==> config.mk <==
export PLATFORM = sky130hd
export DESIGN_NAME = cam_bist_top
export DESIGN_NICKNAME = d
export VERILOG_FILES = /design/src/design/cam_bist_pkg.sv /design/src/design/cam_bist_sequencer.sv /design/src/design/cam_bist_inhandler.sv /design/src/design/cam_array.sv /design/src/design/cam_bist_analyzer.sv /design/src/design/cam_bist_top.sv
export SDC_FILE = /design/constraint.sdc
export NUM_CORES = 1
export LEC_CHECK = 0
export BUFFER_PORTS_ARGS = -buffer_cell sky130_fd_sc_hd__buf_2
export CORE_AREA = 5 5 112 114
export CTS_CLUSTER_DIAMETER = 150
export DETAILED_ROUTE_END_ITERATION = 8
export DIE_AREA = 0 0 117 119
export PLACE_DENSITY = 0.79
export SLEW_MARGIN = 20
export SYNTH_ARGS = -nofsm -noshare
export SYNTH_HDL_FRONTEND = slang
export SYNTH_HIERARCHICAL = 1
export SYNTH_SLANG_ARGS = --single-unit
==> constraint.sdc <==
create_clock -name bist_clk -period 2.9 [get_ports bist_clk]
set_input_delay 0.87 -clock bist_clk [delete_from_list [all_inputs] [get_ports bist_clk]]
set_output_delay 0.87 -clock bist_clk [all_outputs]
set_load 0.05 [all_outputs]
==> src/design/cam_bist_pkg.sv <==
/*
 * Shared request, control and state types for the CAM self-test wrapper.
 * Imported by every design block that carries CAM traffic or BIST control.
 */
package cam_bist_pkg;

   // ------------------------------------------------------------
   // Widths
   // ------------------------------------------------------------

   // Widest data word any instance may use
   localparam int MAX_DATA_WIDTH = 32;
   // Entry index field width
   localparam int ADDR_WIDTH = 8;

   // ------------------------------------------------------------
   // Background patterns
   // ------------------------------------------------------------

   // All zeros
   localparam logic [MAX_DATA_WIDTH-1:0] BG_SOLID_WORD = 32'h0000_0000;
   // Bit 0 low, bit 1 high, and so on upward
   localparam logic [MAX_DATA_WIDTH-1:0] BG_CHECKER_WORD = 32'hAAAA_AAAA;

   // ------------------------------------------------------------
   // Request and control bundles
   // ------------------------------------------------------------

   // Write request, data used from the low end
   typedef struct packed {
      logic                      en;
      logic [ADDR_WIDTH-1:0]     addr;
      logic [MAX_DATA_WIDTH-1:0] data;
   } cam_wr_req_t;

   // Compare request
   typedef struct packed {
      logic                      en;
      logic [MAX_DATA_WIDTH-1:0] data;
   } cam_cm_req_t;

   // Controls from the sequencer to the input handler and analyzer
   typedef struct packed {
      logic cm_mode;
      logic rotate_mask;
      logic cd_mask_enable;
      logic data_inv;
      logic expect_hit;
   } bist_ctrl_t;

   // March states
   typedef enum logic [2:0] {
      ST_IDLE,
      ST_WRITE,
      ST_CM_ALL,
      ST_CM_WALK,
      ST_DRAIN,
      ST_DONE
   } bist_state_e;

   // Background select
   typedef enum logic {
      BG_SOLID,
      BG_CHECKER
   } bist_bg_e;

endpackage

==> src/design/cam_bist_sequencer.sv <==
/*
 * March controller for the CAM self-test. Writes a background, runs one full
 * compare and a walking-mask compare series, over four background passes.
 */
`timescale 1ns/1ps

module cam_bist_sequencer
   import cam_bist_pkg::*;
#(
   parameter int DATA_WIDTH = 8,
   parameter int ENTRIES    = 8
) (
   input  logic        bist_clk,
   input  logic        rst_b,
   input  logic        bist_start,
   output bist_ctrl_t  bist_ctrl,
   output cam_wr_req_t bist_wr,
   output logic        bist_cm_en,
   output bist_bg_e    bist_bg,
   output logic        bist_busy
);

   // ------------------------------------------------------------
   // Counter widths and end values
   // ------------------------------------------------------------

   localparam int EW = $clog2(ENTRIES);
   localparam int WW = $clog2(DATA_WIDTH);

   localparam logic [EW-1:0] LAST_ENTRY = EW'(ENTRIES - 1);
   localparam logic [WW-1:0] LAST_STEP  = WW'(DATA_WIDTH - 1);

   bist_state_e               state;
   // Pass order: bit 1 picks checker, bit 0 picks inversion
   logic [1:0]                pass_cnt;
   logic [EW-1:0]             entry_cnt;
   logic [WW-1:0]             walk_cnt;
   logic [MAX_DATA_WIDTH-1:0] bg_word;

   // ------------------------------------------------------------
   // State and counters
   // ------------------------------------------------------------

   always_ff @(posedge bist_clk) begin
      if (!rst_b) begin
         state     <= ST_IDLE;
         pass_cnt  <= '0;
         entry_cnt <= '0;
         walk_cnt  <= '0;
      end else begin
         case (state)
            // Start only from rest, a start while busy is dropped
            ST_IDLE, ST_DONE: begin
               if (bist_start) begin
                  state     <= ST_WRITE;
                  pass_cnt  <= '0;
                  entry_cnt <= '0;
                  walk_cnt  <= '0;
               end
            end
            // One entry per cycle
            ST_WRITE: begin
               if (entry_cnt == LAST_ENTRY) begin
                  entry_cnt <= '0;
                  state     <= ST_CM_ALL;
               end else begin
                  entry_cnt <= entry_cnt + 1'b1;
               end
            end
            // Single unmasked compare
            ST_CM_ALL: begin
               walk_cnt <= '0;
               state    <= ST_CM_WALK;
            end
            // One masked compare per data bit
            ST_CM_WALK: begin
               if (walk_cnt == LAST_STEP) begin
                  walk_cnt <= '0;
                  if (pass_cnt == 2'd3) begin
                     state <= ST_DRAIN;
                  end else begin
                     pass_cnt <= pass_cnt + 1'b1;
                     state    <= ST_WRITE;
                  end
               end else begin
                  walk_cnt <= walk_cnt + 1'b1;
               end
            end
            // Let the last match vector land
            ST_DRAIN: begin
               state <= ST_DONE;
            end
            default: begin
               state <= ST_IDLE;
            end
         endcase
      end
   end

   // ------------------------------------------------------------
   // Decoded outputs
   // ------------------------------------------------------------

   always_comb begin
      bist_bg = pass_cnt[1] ? BG_CHECKER : BG_SOLID;
      bg_word = pass_cnt[1] ? BG_CHECKER_WORD : BG_SOLID_WORD;

      bist_busy = state inside {ST_WRITE, ST_CM_ALL, ST_CM_WALK, ST_DRAIN};

      // Array belongs to BIST from first write to last compare
      bist_ctrl.cm_mode        = state inside {ST_WRITE, ST_CM_ALL, ST_CM_WALK};
      // Mask steps once with each walking compare
      bist_ctrl.rotate_mask    = (state == ST_CM_WALK);
      bist_ctrl.cd_mask_enable = (state == ST_CM_WALK);
      bist_ctrl.data_inv       = pass_cnt[0] && bist_ctrl.cm_mode;
      bist_ctrl.expect_hit     = (state == ST_CM_ALL);

      // Background goes out raw, inversion happens downstream
      bist_wr.en   = (state == ST_WRITE);
      bist_wr.addr = ADDR_WIDTH'(entry_cnt);
      bist_wr.data = bg_word;

      bist_cm_en = state inside {ST_CM_ALL, ST_CM_WALK};
   end

   // ------------------------------------------------------------
   // Checks
   // ------------------------------------------------------------

   // Mask only moves in the walk that follows the full compare
   a_rotate_in_walk: assert property (@(posedge bist_clk) disable iff (!rst_b)
      bist_ctrl.rotate_mask |-> $past(bist_ctrl.expect_hit) || $past(bist_ctrl.rotate_mask));

endmodule

==> src/design/cam_bist_inhandler.sv <==
/*
 * BIST input stage in front of the CAM. Holds the walking mask, inverts data,
 * builds compare data and picks BIST or functional traffic.
 */
`timescale 1ns/1ps

module cam_bist_inhandler
   import cam_bist_pkg::*;
#(
   parameter int DATA_WIDTH = 8
) (
   input  logic        bist_clk,
   input  logic        rst_b,
   input  logic        bist_start,
   input  bist_ctrl_t  bist_ctrl,
   input  cam_wr_req_t bist_wr,
   input  logic        bist_cm_en,
   input  bist_bg_e    bist_bg,
   input  cam_wr_req_t func_wr,
   input  cam_cm_req_t func_cm,
   output cam_wr_req_t arr_wr,
   output cam_cm_req_t arr_cm
);

   logic [DATA_WIDTH-1:0] mask;
   logic [DATA_WIDTH-1:0] bg_data;
   logic [DATA_WIDTH-1:0] inv_vec;
   logic [DATA_WIDTH-1:0] bist_wr_data;
   logic [DATA_WIDTH-1:0] bist_cm_data;

   // ------------------------------------------------------------
   // Rotating one-hot mask
   // ------------------------------------------------------------

   // Rotates left, top bit wraps to bit 0
   always_ff @(posedge bist_clk) begin
      if (!rst_b) begin
         mask <= DATA_WIDTH'(1);
      end else if (bist_start && !bist_ctrl.cm_mode) begin
         mask <= DATA_WIDTH'(1);
      end else if (bist_ctrl.rotate_mask) begin
         mask <= {mask[DATA_WIDTH-2:0], mask[DATA_WIDTH-1]};
      end
   end

   // ------------------------------------------------------------
   // Write and compare data
   // ------------------------------------------------------------

   assign bg_data = (bist_bg == BG_CHECKER) ? BG_CHECKER_WORD[DATA_WIDTH-1:0]
                                            : BG_SOLID_WORD[DATA_WIDTH-1:0];

   assign inv_vec = {DATA_WIDTH{bist_ctrl.data_inv}};

   // Inverted passes store the complement
   assign bist_wr_data = bist_wr.data[DATA_WIDTH-1:0] ^ inv_vec;

   // Masked bit is flipped so no entry should match
   assign bist_cm_data = bg_data ^ inv_vec ^ (mask & {DATA_WIDTH{bist_ctrl.cd_mask_enable}});

   // ------------------------------------------------------------
   // Traffic select
   // ------------------------------------------------------------

   always_comb begin
      if (bist_ctrl.cm_mode) begin
         arr_wr.en   = bist_wr.en;
         arr_wr.addr = bist_wr.addr;
         arr_wr.data = MAX_DATA_WIDTH'(bist_wr_data);
         arr_cm.en   = bist_cm_en;
         arr_cm.data = MAX_DATA_WIDTH'(bist_cm_data);
      end else begin
         // Functional path untouched
         arr_wr = func_wr;
         arr_cm = func_cm;
      end
   end

   // Exactly one bit flipped per walking step
   a_mask_onehot: assert property (@(posedge bist_clk) disable iff (!rst_b)
      $onehot(mask));

endmodule

==> src/design/cam_array.sv <==
/*
 * Behavioral binary CAM with one write port. A compare returns a match
 * vector one cycle later, with a valid strobe.
 */
`timescale 1ns/1ps

module cam_array
   import cam_bist_pkg::*;
#(
   parameter int DATA_WIDTH = 8,
   parameter int ENTRIES    = 8
) (
   input  logic               bist_clk,
   input  logic               rst_b,
   input  cam_wr_req_t        arr_wr,
   input  cam_cm_req_t        arr_cm,
   output logic [ENTRIES-1:0] hit,
   output logic               hit_valid
);

   localparam int EW = $clog2(ENTRIES);

   // Entry storage
   logic [DATA_WIDTH-1:0] mem [ENTRIES];
   // Entry has been written since reset
   logic [ENTRIES-1:0]    entry_valid;
   logic [DATA_WIDTH-1:0] cm_data;
   logic [ENTRIES-1:0]    hit_next;

   // ------------------------------------------------------------
   // Write port
   // ------------------------------------------------------------

   always_ff @(posedge bist_clk) begin
      if (arr_wr.en) begin
         mem[arr_wr.addr[EW-1:0]] <= arr_wr.data[DATA_WIDTH-1:0];
      end
   end

   always_ff @(posedge bist_clk) begin
      if (!rst_b) begin
         entry_valid <= '0;
      end else if (arr_wr.en) begin
         entry_valid[arr_wr.addr[EW-1:0]] <= 1'b1;
      end
   end

   // ------------------------------------------------------------
   // Compare
   // ------------------------------------------------------------

   assign cm_data = arr_cm.data[DATA_WIDTH-1:0];

   // Parallel match across all entries
   always_comb begin
      for (int i = 0; i < ENTRIES; i++) begin
         hit_next[i] = entry_valid[i] && (mem[i] == cm_data);
      end
   end

   always_ff @(posedge bist_clk) begin
      if (!rst_b) begin
         hit_valid <= 1'b0;
      end else begin
         hit_valid <= arr_cm.en;
      end
   end

   // Vector holds until the next compare
   always_ff @(posedge bist_clk) begin
      if (arr_cm.en) begin
         hit <= hit_next;
      end
   end

   // Writers upstream must stay inside the array
   a_wr_addr_range: assert property (@(posedge bist_clk) disable iff (!rst_b)
      arr_wr.en |-> arr_wr.addr < ADDR_WIDTH'(ENTRIES));

endmodule

==> src/design/cam_bist_analyzer.sv <==
/*
 * BIST response checker. Compares each BIST match vector against all-hit or
 * no-hit and keeps the sticky fail flag, the fail count and first failing entry.
 */
`timescale 1ns/1ps

module cam_bist_analyzer
   import cam_bist_pkg::*;
#(
   parameter int ENTRIES = 8
) (
   input  logic               bist_clk,
   input  logic               rst_b,
   input  logic               bist_start,
   input  logic               bist_busy,
   input  bist_ctrl_t         bist_ctrl,
   input  logic [ENTRIES-1:0] hit,
   input  logic               hit_valid,
   output logic               bist_done,
   output logic               bist_fail,
   output logic [7:0]         fail_count,
   output logic [7:0]         first_fail_entry
);

   // Expectation aligned with the array output
   logic               cm_mode_q;
   logic               expect_hit_q;
   // Falling edge of busy marks the end of a run
   logic               busy_q;
   logic [ENTRIES-1:0] exp_vec;
   logic [ENTRIES-1:0] miss_vec;
   logic               miss;
   logic [7:0]         low_idx;

   // ------------------------------------------------------------
   // Mismatch detect
   // ------------------------------------------------------------

   assign exp_vec  = {ENTRIES{expect_hit_q}};
   assign miss_vec = hit ^ exp_vec;
   assign miss     = hit_valid && cm_mode_q && (|miss_vec);

   // Lowest failing index wins
   always_comb begin
      low_idx = '0;
      for (int i = ENTRIES - 1; i >= 0; i--) begin
         if (miss_vec[i]) begin
            low_idx = 8'(i);
         end
      end
   end

   // ------------------------------------------------------------
   // Status registers
   // ------------------------------------------------------------

   always_ff @(posedge bist_clk) begin
      if (!rst_b) begin
         cm_mode_q        <= 1'b0;
         expect_hit_q     <= 1'b0;
         busy_q           <= 1'b0;
         bist_done        <= 1'b0;
         bist_fail        <= 1'b0;
         fail_count       <= '0;
         first_fail_entry <= '0;
      end else begin
         cm_mode_q    <= bist_ctrl.cm_mode;
         expect_hit_q <= bist_ctrl.expect_hit;
         busy_q       <= bist_busy;
         // New run clears status, same condition the sequencer accepts
         if (bist_start && !bist_busy) begin
            bist_done        <= 1'b0;
            bist_fail        <= 1'b0;
            fail_count       <= '0;
            first_fail_entry <= '0;
         end else begin
            if (busy_q && !bist_busy) begin
               bist_done <= 1'b1;
            end
            if (miss) begin
               bist_fail <= 1'b1;
               // Saturate rather than wrap
               if (fail_count != 8'hFF) begin
                  fail_count <= fail_count + 1'b1;
               end
               if (!bist_fail) begin
                  first_fail_entry <= low_idx;
               end
            end
         end
      end
   end

   // Done only ever shows with the sequencer at rest
   a_done_idle: assert property (@(posedge bist_clk) disable iff (!rst_b)
      bist_done |-> !bist_busy);

endmodule

==> src/design/cam_bist_top.sv <==
/*
 * CAM with built-in self-test. Functional requests reach the array unless a
 * BIST run owns it; results come out as done, fail and failing entry.
 */
`timescale 1ns/1ps

module cam_bist_top
   import cam_bist_pkg::*;
#(
   parameter int DATA_WIDTH = 8,
   parameter int ENTRIES    = 8
) (
   input  logic               bist_clk,
   input  logic               rst_b,
   input  logic               bist_start,
   input  cam_wr_req_t        func_wr,
   input  cam_cm_req_t        func_cm,
   output logic [ENTRIES-1:0] hit,
   output logic               hit_valid,
   output logic               bist_done,
   output logic               bist_fail,
   output logic [7:0]         fail_count,
   output logic [7:0]         first_fail_entry
);

   // Sequencer outputs
   bist_ctrl_t  bist_ctrl;
   cam_wr_req_t bist_wr;
   logic        bist_cm_en;
   bist_bg_e    bist_bg;
   logic        bist_busy;
   // Array side of the input handler
   cam_wr_req_t arr_wr;
   cam_cm_req_t arr_cm;

   // ------------------------------------------------------------
   // BIST control and data path
   // ------------------------------------------------------------

   cam_bist_sequencer #(
      .DATA_WIDTH (DATA_WIDTH),
      .ENTRIES    (ENTRIES)
   ) u_seq (
      .bist_clk   (bist_clk),
      .rst_b      (rst_b),
      .bist_start (bist_start),
      .bist_ctrl  (bist_ctrl),
      .bist_wr    (bist_wr),
      .bist_cm_en (bist_cm_en),
      .bist_bg    (bist_bg),
      .bist_busy  (bist_busy)
   );

   cam_bist_inhandler #(
      .DATA_WIDTH (DATA_WIDTH)
   ) u_inh (
      .bist_clk   (bist_clk),
      .rst_b      (rst_b),
      .bist_start (bist_start),
      .bist_ctrl  (bist_ctrl),
      .bist_wr    (bist_wr),
      .bist_cm_en (bist_cm_en),
      .bist_bg    (bist_bg),
      .func_wr    (func_wr),
      .func_cm    (func_cm),
      .arr_wr     (arr_wr),
      .arr_cm     (arr_cm)
   );

   // ------------------------------------------------------------
   // Array and response check
   // ------------------------------------------------------------

   cam_array #(
      .DATA_WIDTH (DATA_WIDTH),
      .ENTRIES    (ENTRIES)
   ) u_cam (
      .bist_clk  (bist_clk),
      .rst_b     (rst_b),
      .arr_wr    (arr_wr),
      .arr_cm    (arr_cm),
      .hit       (hit),
      .hit_valid (hit_valid)
   );

   cam_bist_analyzer #(
      .ENTRIES (ENTRIES)
   ) u_ana (
      .bist_clk         (bist_clk),
      .rst_b            (rst_b),
      .bist_start       (bist_start),
      .bist_busy        (bist_busy),
      .bist_ctrl        (bist_ctrl),
      .hit              (hit),
      .hit_valid        (hit_valid),
      .bist_done        (bist_done),
      .bist_fail        (bist_fail),
      .fail_count       (fail_count),
      .first_fail_entry (first_fail_entry)
   );

endmodule

== After elaboration in Yosys (flattened, before gate mapping) ==
Memories as Yosys holds them, arrays and structs flattened.
Cells that the tools add are included.

* RAM bits: 64
* Register bits: 57
* Logic and storage cells: 116
* Memories kept: 1

{| class="wikitable"
|+ Memory list
! name !! depth !! bits a word !! read ports !! clocked after memory_dff !! wr ports !! line !! source
|-
| u_cam.mem || 8 || 8 || 8 || 0 || 1 || cam_array.sv:24 || <nowiki>logic [DATA_WIDTH-1:0] mem [ENTRIES];</nowiki>
|}

* Order comparisons: 2
* Muxes and demuxes: 31
* Bitwise operators: 8
* Eq/ne operators: 21
* Reduce and logical (&&, ||, !) cells: 34
* $add $sub $neg: 4

{| class="wikitable"
|+ Operators by type and width
! cell !! number
|-
| $eq 8x8->1 || 8
|-
| $mux 3 || 15
|-
| $mux 41 || 1
|-
| $mux 33 || 1
|-
| $xor 8x8->8 || 4
|-
| $mux 8 || 2
|-
| $logic_and 1x1->1 || 15
|-
| $pmux 3 s5 || 1
|-
| $eq 3x3->1 const B || 4
|-
| $pmux 3 s3 || 1
|-
| $add 8x1->8 const B || 1
|-
| $and 8x8->8 || 1
|-
| $ne 2x2->1 const B || 4
|-
| $ne 8x8->1 const B || 1
|-
| $or 8x8->8 || 1
|-
| $reduce_and 2->1 || 4
|-
| $reduce_or 8->1 || 1
|-
| $add 3x1->3 const B || 2
|-
| $eq 3x2->1 const B || 2
|-
| $mux 2 || 3
|-
| $pmux 3 s2 || 1
|-
| $reduce_bool 2->1 || 3
|-
| $reduce_bool 3->1 || 2
|-
| $reduce_or 2->1 || 3
|-
| 14 further kinds || 19
|}

== Depth between registers and ports, before layout ==
* Depth after elaboration: 10
* Depth in mapped cells: 13
* Depth with buffers taken out: 9

== Modules after synthesis ==
Netlist, hierarchy kept.

{| class="wikitable"
|+ By module, submodules not included
! module !! cells each !! area each (um2) !! seq. area each (um2) !! times used
|-
| cam_array || 208 || 3334.4 || 2342.2 || 1
|-
| cam_bist_inhandler || 150 || 1108.6 || 160.2 || 1
|-
| cam_bist_analyzer || 112 || 939.7 || 320.3 || 1
|-
| cam_bist_sequencer || 110 || 914.6 || 220.2 || 1
|}

== Least setup slack after synthesis ==
OpenSTA, ideal clock, no wires.

* Path kind: register to register
* Start: reg u_seq.state[0]
* End: mem u_cam.mem[0][0], enable pin
* Stages on the path, launching flop included: 8
* Buffers on the path: 2
* Arrival: 2223 ps
* Path slack: 291 ps
* Cell sequence: dfxtp_1 > buf_2 > nor2_1 > nor2_1 > buf_2 > mux2_1 > nand2b_4 > nor3_1

{| class="wikitable"
|+ RTL lines
! what !! line !! source
|-
| start, declared || cam_bist_sequencer.sv:33 || <nowiki>bist_state_e state;</nowiki>
|-
| start signal, assigned || cam_bist_sequencer.sv:46 || <nowiki>state <= ST_IDLE;</nowiki>
|-
| start signal, assigned || cam_bist_sequencer.sv:55 || <nowiki>state <= ST_WRITE;</nowiki>
|-
| start signal, assigned || cam_bist_sequencer.sv:65 || <nowiki>state <= ST_CM_ALL;</nowiki>
|-
| end, declared || cam_array.sv:24 ||
|}

==> flow_metrics.env <==
export IMPL_gp_congestion=0.8855
export IMPL_stdcell_count=700
export IMPL_insertion_delay_ps=410
export IMPL_status="complete, no violations"
export IMPL_die_w_um=117
export IMPL_crit_path_end="u_cam/hit[3]"
export IMPL_swShare_pct=25.23
export IMPL_syn_instance_count=494
export IMPL_finalWorstSetupSlack_ps=213.8
export IMPL_finalCriticalPeriod_ps=2686
export IMPL_postPlaceCellArea_um2=5979
export IMPL_rr_worst_depth=9
export IMPL_grt_first_pass_wirelength_mm=18.57
export IMPL_grt_usage_pct=17.19
export IMPL_cts_root_buf="clkbuf_16"
export IMPL_place_detailed_hpwl_mm=8.095
export IMPL_clkTransAtPathRegs_ps=60
export IMPL_p_leak_nw=2.301
export IMPL_first_global_vias=3764
export IMPL_yosysWarnings=6
export IMPL_synth_avg_cell_area_um2=11.55
export IMPL_post_cts_setup_buffers=0
export IMPL_dp_cells=668
export IMPL_cts_sinks=116
export IMPL_rsz0062_at_grt="no"
export IMPL_hold_buffers=0
export IMPL_cts_buffers_inserted=17
export IMPL_rows=39
export IMPL_routedWlPerCell_um=16.81
export IMPL_drtIter0Drc=339
export IMPL_max_freq_mhz=372.3
export IMPL_finalMaxSlewViolations=0
export IMPL_required_ps=3130
export IMPL_dieArea_um2=13920
export IMPL_hp_class="reg2reg"
export IMPL_peakVddDrop_v=0.0004016
export IMPL_worstPathMaxFanout=13
export IMPL_intPower_mw=3.274
export IMPL_antenna_found_initial=0
export IMPL_n_fill_cell=894
export IMPL_finalSetupTns_ps=0
export IMPL_cap_viol_max_count=0
export IMPL_clock_path_buffers=2
export IMPL_synthToLayoutAreaGrowth_pct=15.17
export IMPL_firstDrtPassIters=5
export IMPL_setup_violations=0
export IMPL_io_pins=104
export IMPL_pwr_share_clk_pct=47.6
export IMPL_overflow=0
export IMPL_whs_ps=462.8
export IMPL_start_util_pct=50.42
export IMPL_fin_skew_ps=12.49
export IMPL_r2r_end="u_cam/hit[3]"
export IMPL_multiInputGateArea_um2=2364
export IMPL_r2r_start="u_seq/state[1]"
export IMPL_p_total_mw=4.378
export IMPL_dp_slack_ps=294.0
export IMPL_worstMarginPinSlew_ps=832.2
export IMPL_register_area_um2=3043
export IMPL_fp_dieH_um=119
export IMPL_path_class="reg2reg"
export IMPL_cts_tree="done"
export IMPL_worst_endpoint_arrival_ps=2910
export IMPL_critPathCaptureType="flop"
export IMPL_switchingPower_mw=1.104
export IMPL_vias_per_cell=5.496
export IMPL_final_nets=627
export IMPL_critPathLaunch="u_seq/state[1]"
export IMPL_ant_nets=0
export IMPL_ctsResizeCount=0
export IMPL_r2r_setup_slack_ps=210
export IMPL_p_per_area_nw_per_um2=666.0
export IMPL_slew_headroom_pct=44.52
export IMPL_core_um2=11320
export IMPL_numPortBuffers=45
export IMPL_num_antenna_cells=0
export IMPL_drc_errors=0
export IMPL_wl_mm=11.77
export IMPL_cts_max_level=4
export IMPL_vias=3847
export IMPL_syn_cell_area_um2=5708
export IMPL_hold_violations=0
export IMPL_design_area_um2=6574
export IMPL_power_frac_comb_pct=10.1
export IMPL_grt_max_degree=36
export IMPL_fin_crit_sh_pct=92.63
export IMPL_drive_gt1_share_pct=22.44
export IMPL_seqPwrFrac_pct=42.3
export IMPL_crit_path_start_kind="flop"
export IMPL_utilization_pct=58.07
metal layers:
layer	vias up	global-route usage, %	share of wire, %
li1	1821	-	-
met1	1845	20.56	41
met2	162	29.37	51
met3	19	3.499	6.5
met4	0	7.957	1.6
met5	-	0	0
cell usage in the layout (no fill, tap or decap), types with 6 or more instances in the layout:
cell / n
a21oi_1: 22
edfxtp_1: 72
mux2i_1: 11
o21a_1: 9
dfxtp_1: 44
nand3_1: 20
buf_4: 19
and2_1: 7
conb_1: 9
clkbuf_16: 17
o21ai_0: 6
ha_1: 6
inv_1: 7
buf_2: 45
nand4_1: 8
xnor2_1: 77
inv_6: 6
nor2_1: 41
nor3_2: 10
nand2_1: 34
worst min path at each step:
stage / from / end / slack [ps] / depth (start not counted)
after detailed placement: u_cam/entry_valid[1] / u_cam/entry_valid[1] / 450 / 1
after global placement: u_ana/busy_q / u_ana/bist_done / 430 / 2
final: u_ana/first_fail_entry[0] / u_ana/first_fail_entry[0] / 460 / 2
after global routing: u_ana/first_fail_entry[1] / u_ana/first_fail_entry[1] / 490 / 2
after floorplan: u_ana/busy_q / u_ana/bist_done / 430 / 2
after CTS: u_ana/first_fail_entry[1] / u_ana/first_fail_entry[1] / 470 / 2
power by group through the flow:
| stage | Clock (mW) | Combinational [mW] | Sequential (mW) |
|---|---|---|---|
| 3_5_place_dp | 0 | 0.437 | 1.89 |
| 6_report | 2.08 | 0.441 | 1.85 |
| 2_1_floorplan | 0 | 0.320 | 1.91 |
| 4_1_cts | 2.11 | 0.441 | 1.85 |
| 5_1_grt | 2.19 | 0.476 | 1.86 |
| 3_3_place_gp | 0 | 0.422 | 1.88 |
critical path, cell delays in order (launching register included):
cell and delay (ps):
dfxtp_1 470, nand2b_1 140, inv_1 110, and2_1 440
nand2_1 160, xnor2_1 140, mux2_2 420, xnor2_1 240
nand4_1 150, nor3_2 230
cell type report:
cell class	instances	area share [%]
clock buffers	17	6.471
clock inverters	15	2.569
inverters	7	0.3997
flip-flops and latches	116	46.29
well taps	143	2.722
multi-input cells	338	35.95
repair buffers	64	5.596
state kept, by name, indices dropped and copies added (netlist names):
register / flops
u_cam/mem: 64
u_ana/fail_count: 8
u_cam/entry_valid: 8
u_cam/hit: 8
u_inh/mask: 8
u_ana/first_fail_entry: 3
u_seq/entry_cnt: 3
u_seq/state: 3
u_seq/walk_cnt: 3
u_seq/pass_cnt: 2
u_ana/bist_done: 1
u_ana/bist_fail: 1
u_ana/busy_q: 1
u_ana/cm_mode_q: 1
u_ana/expect_hit_q: 1
u_cam/hit_valid: 1
(Power assumes the default switching activity.)
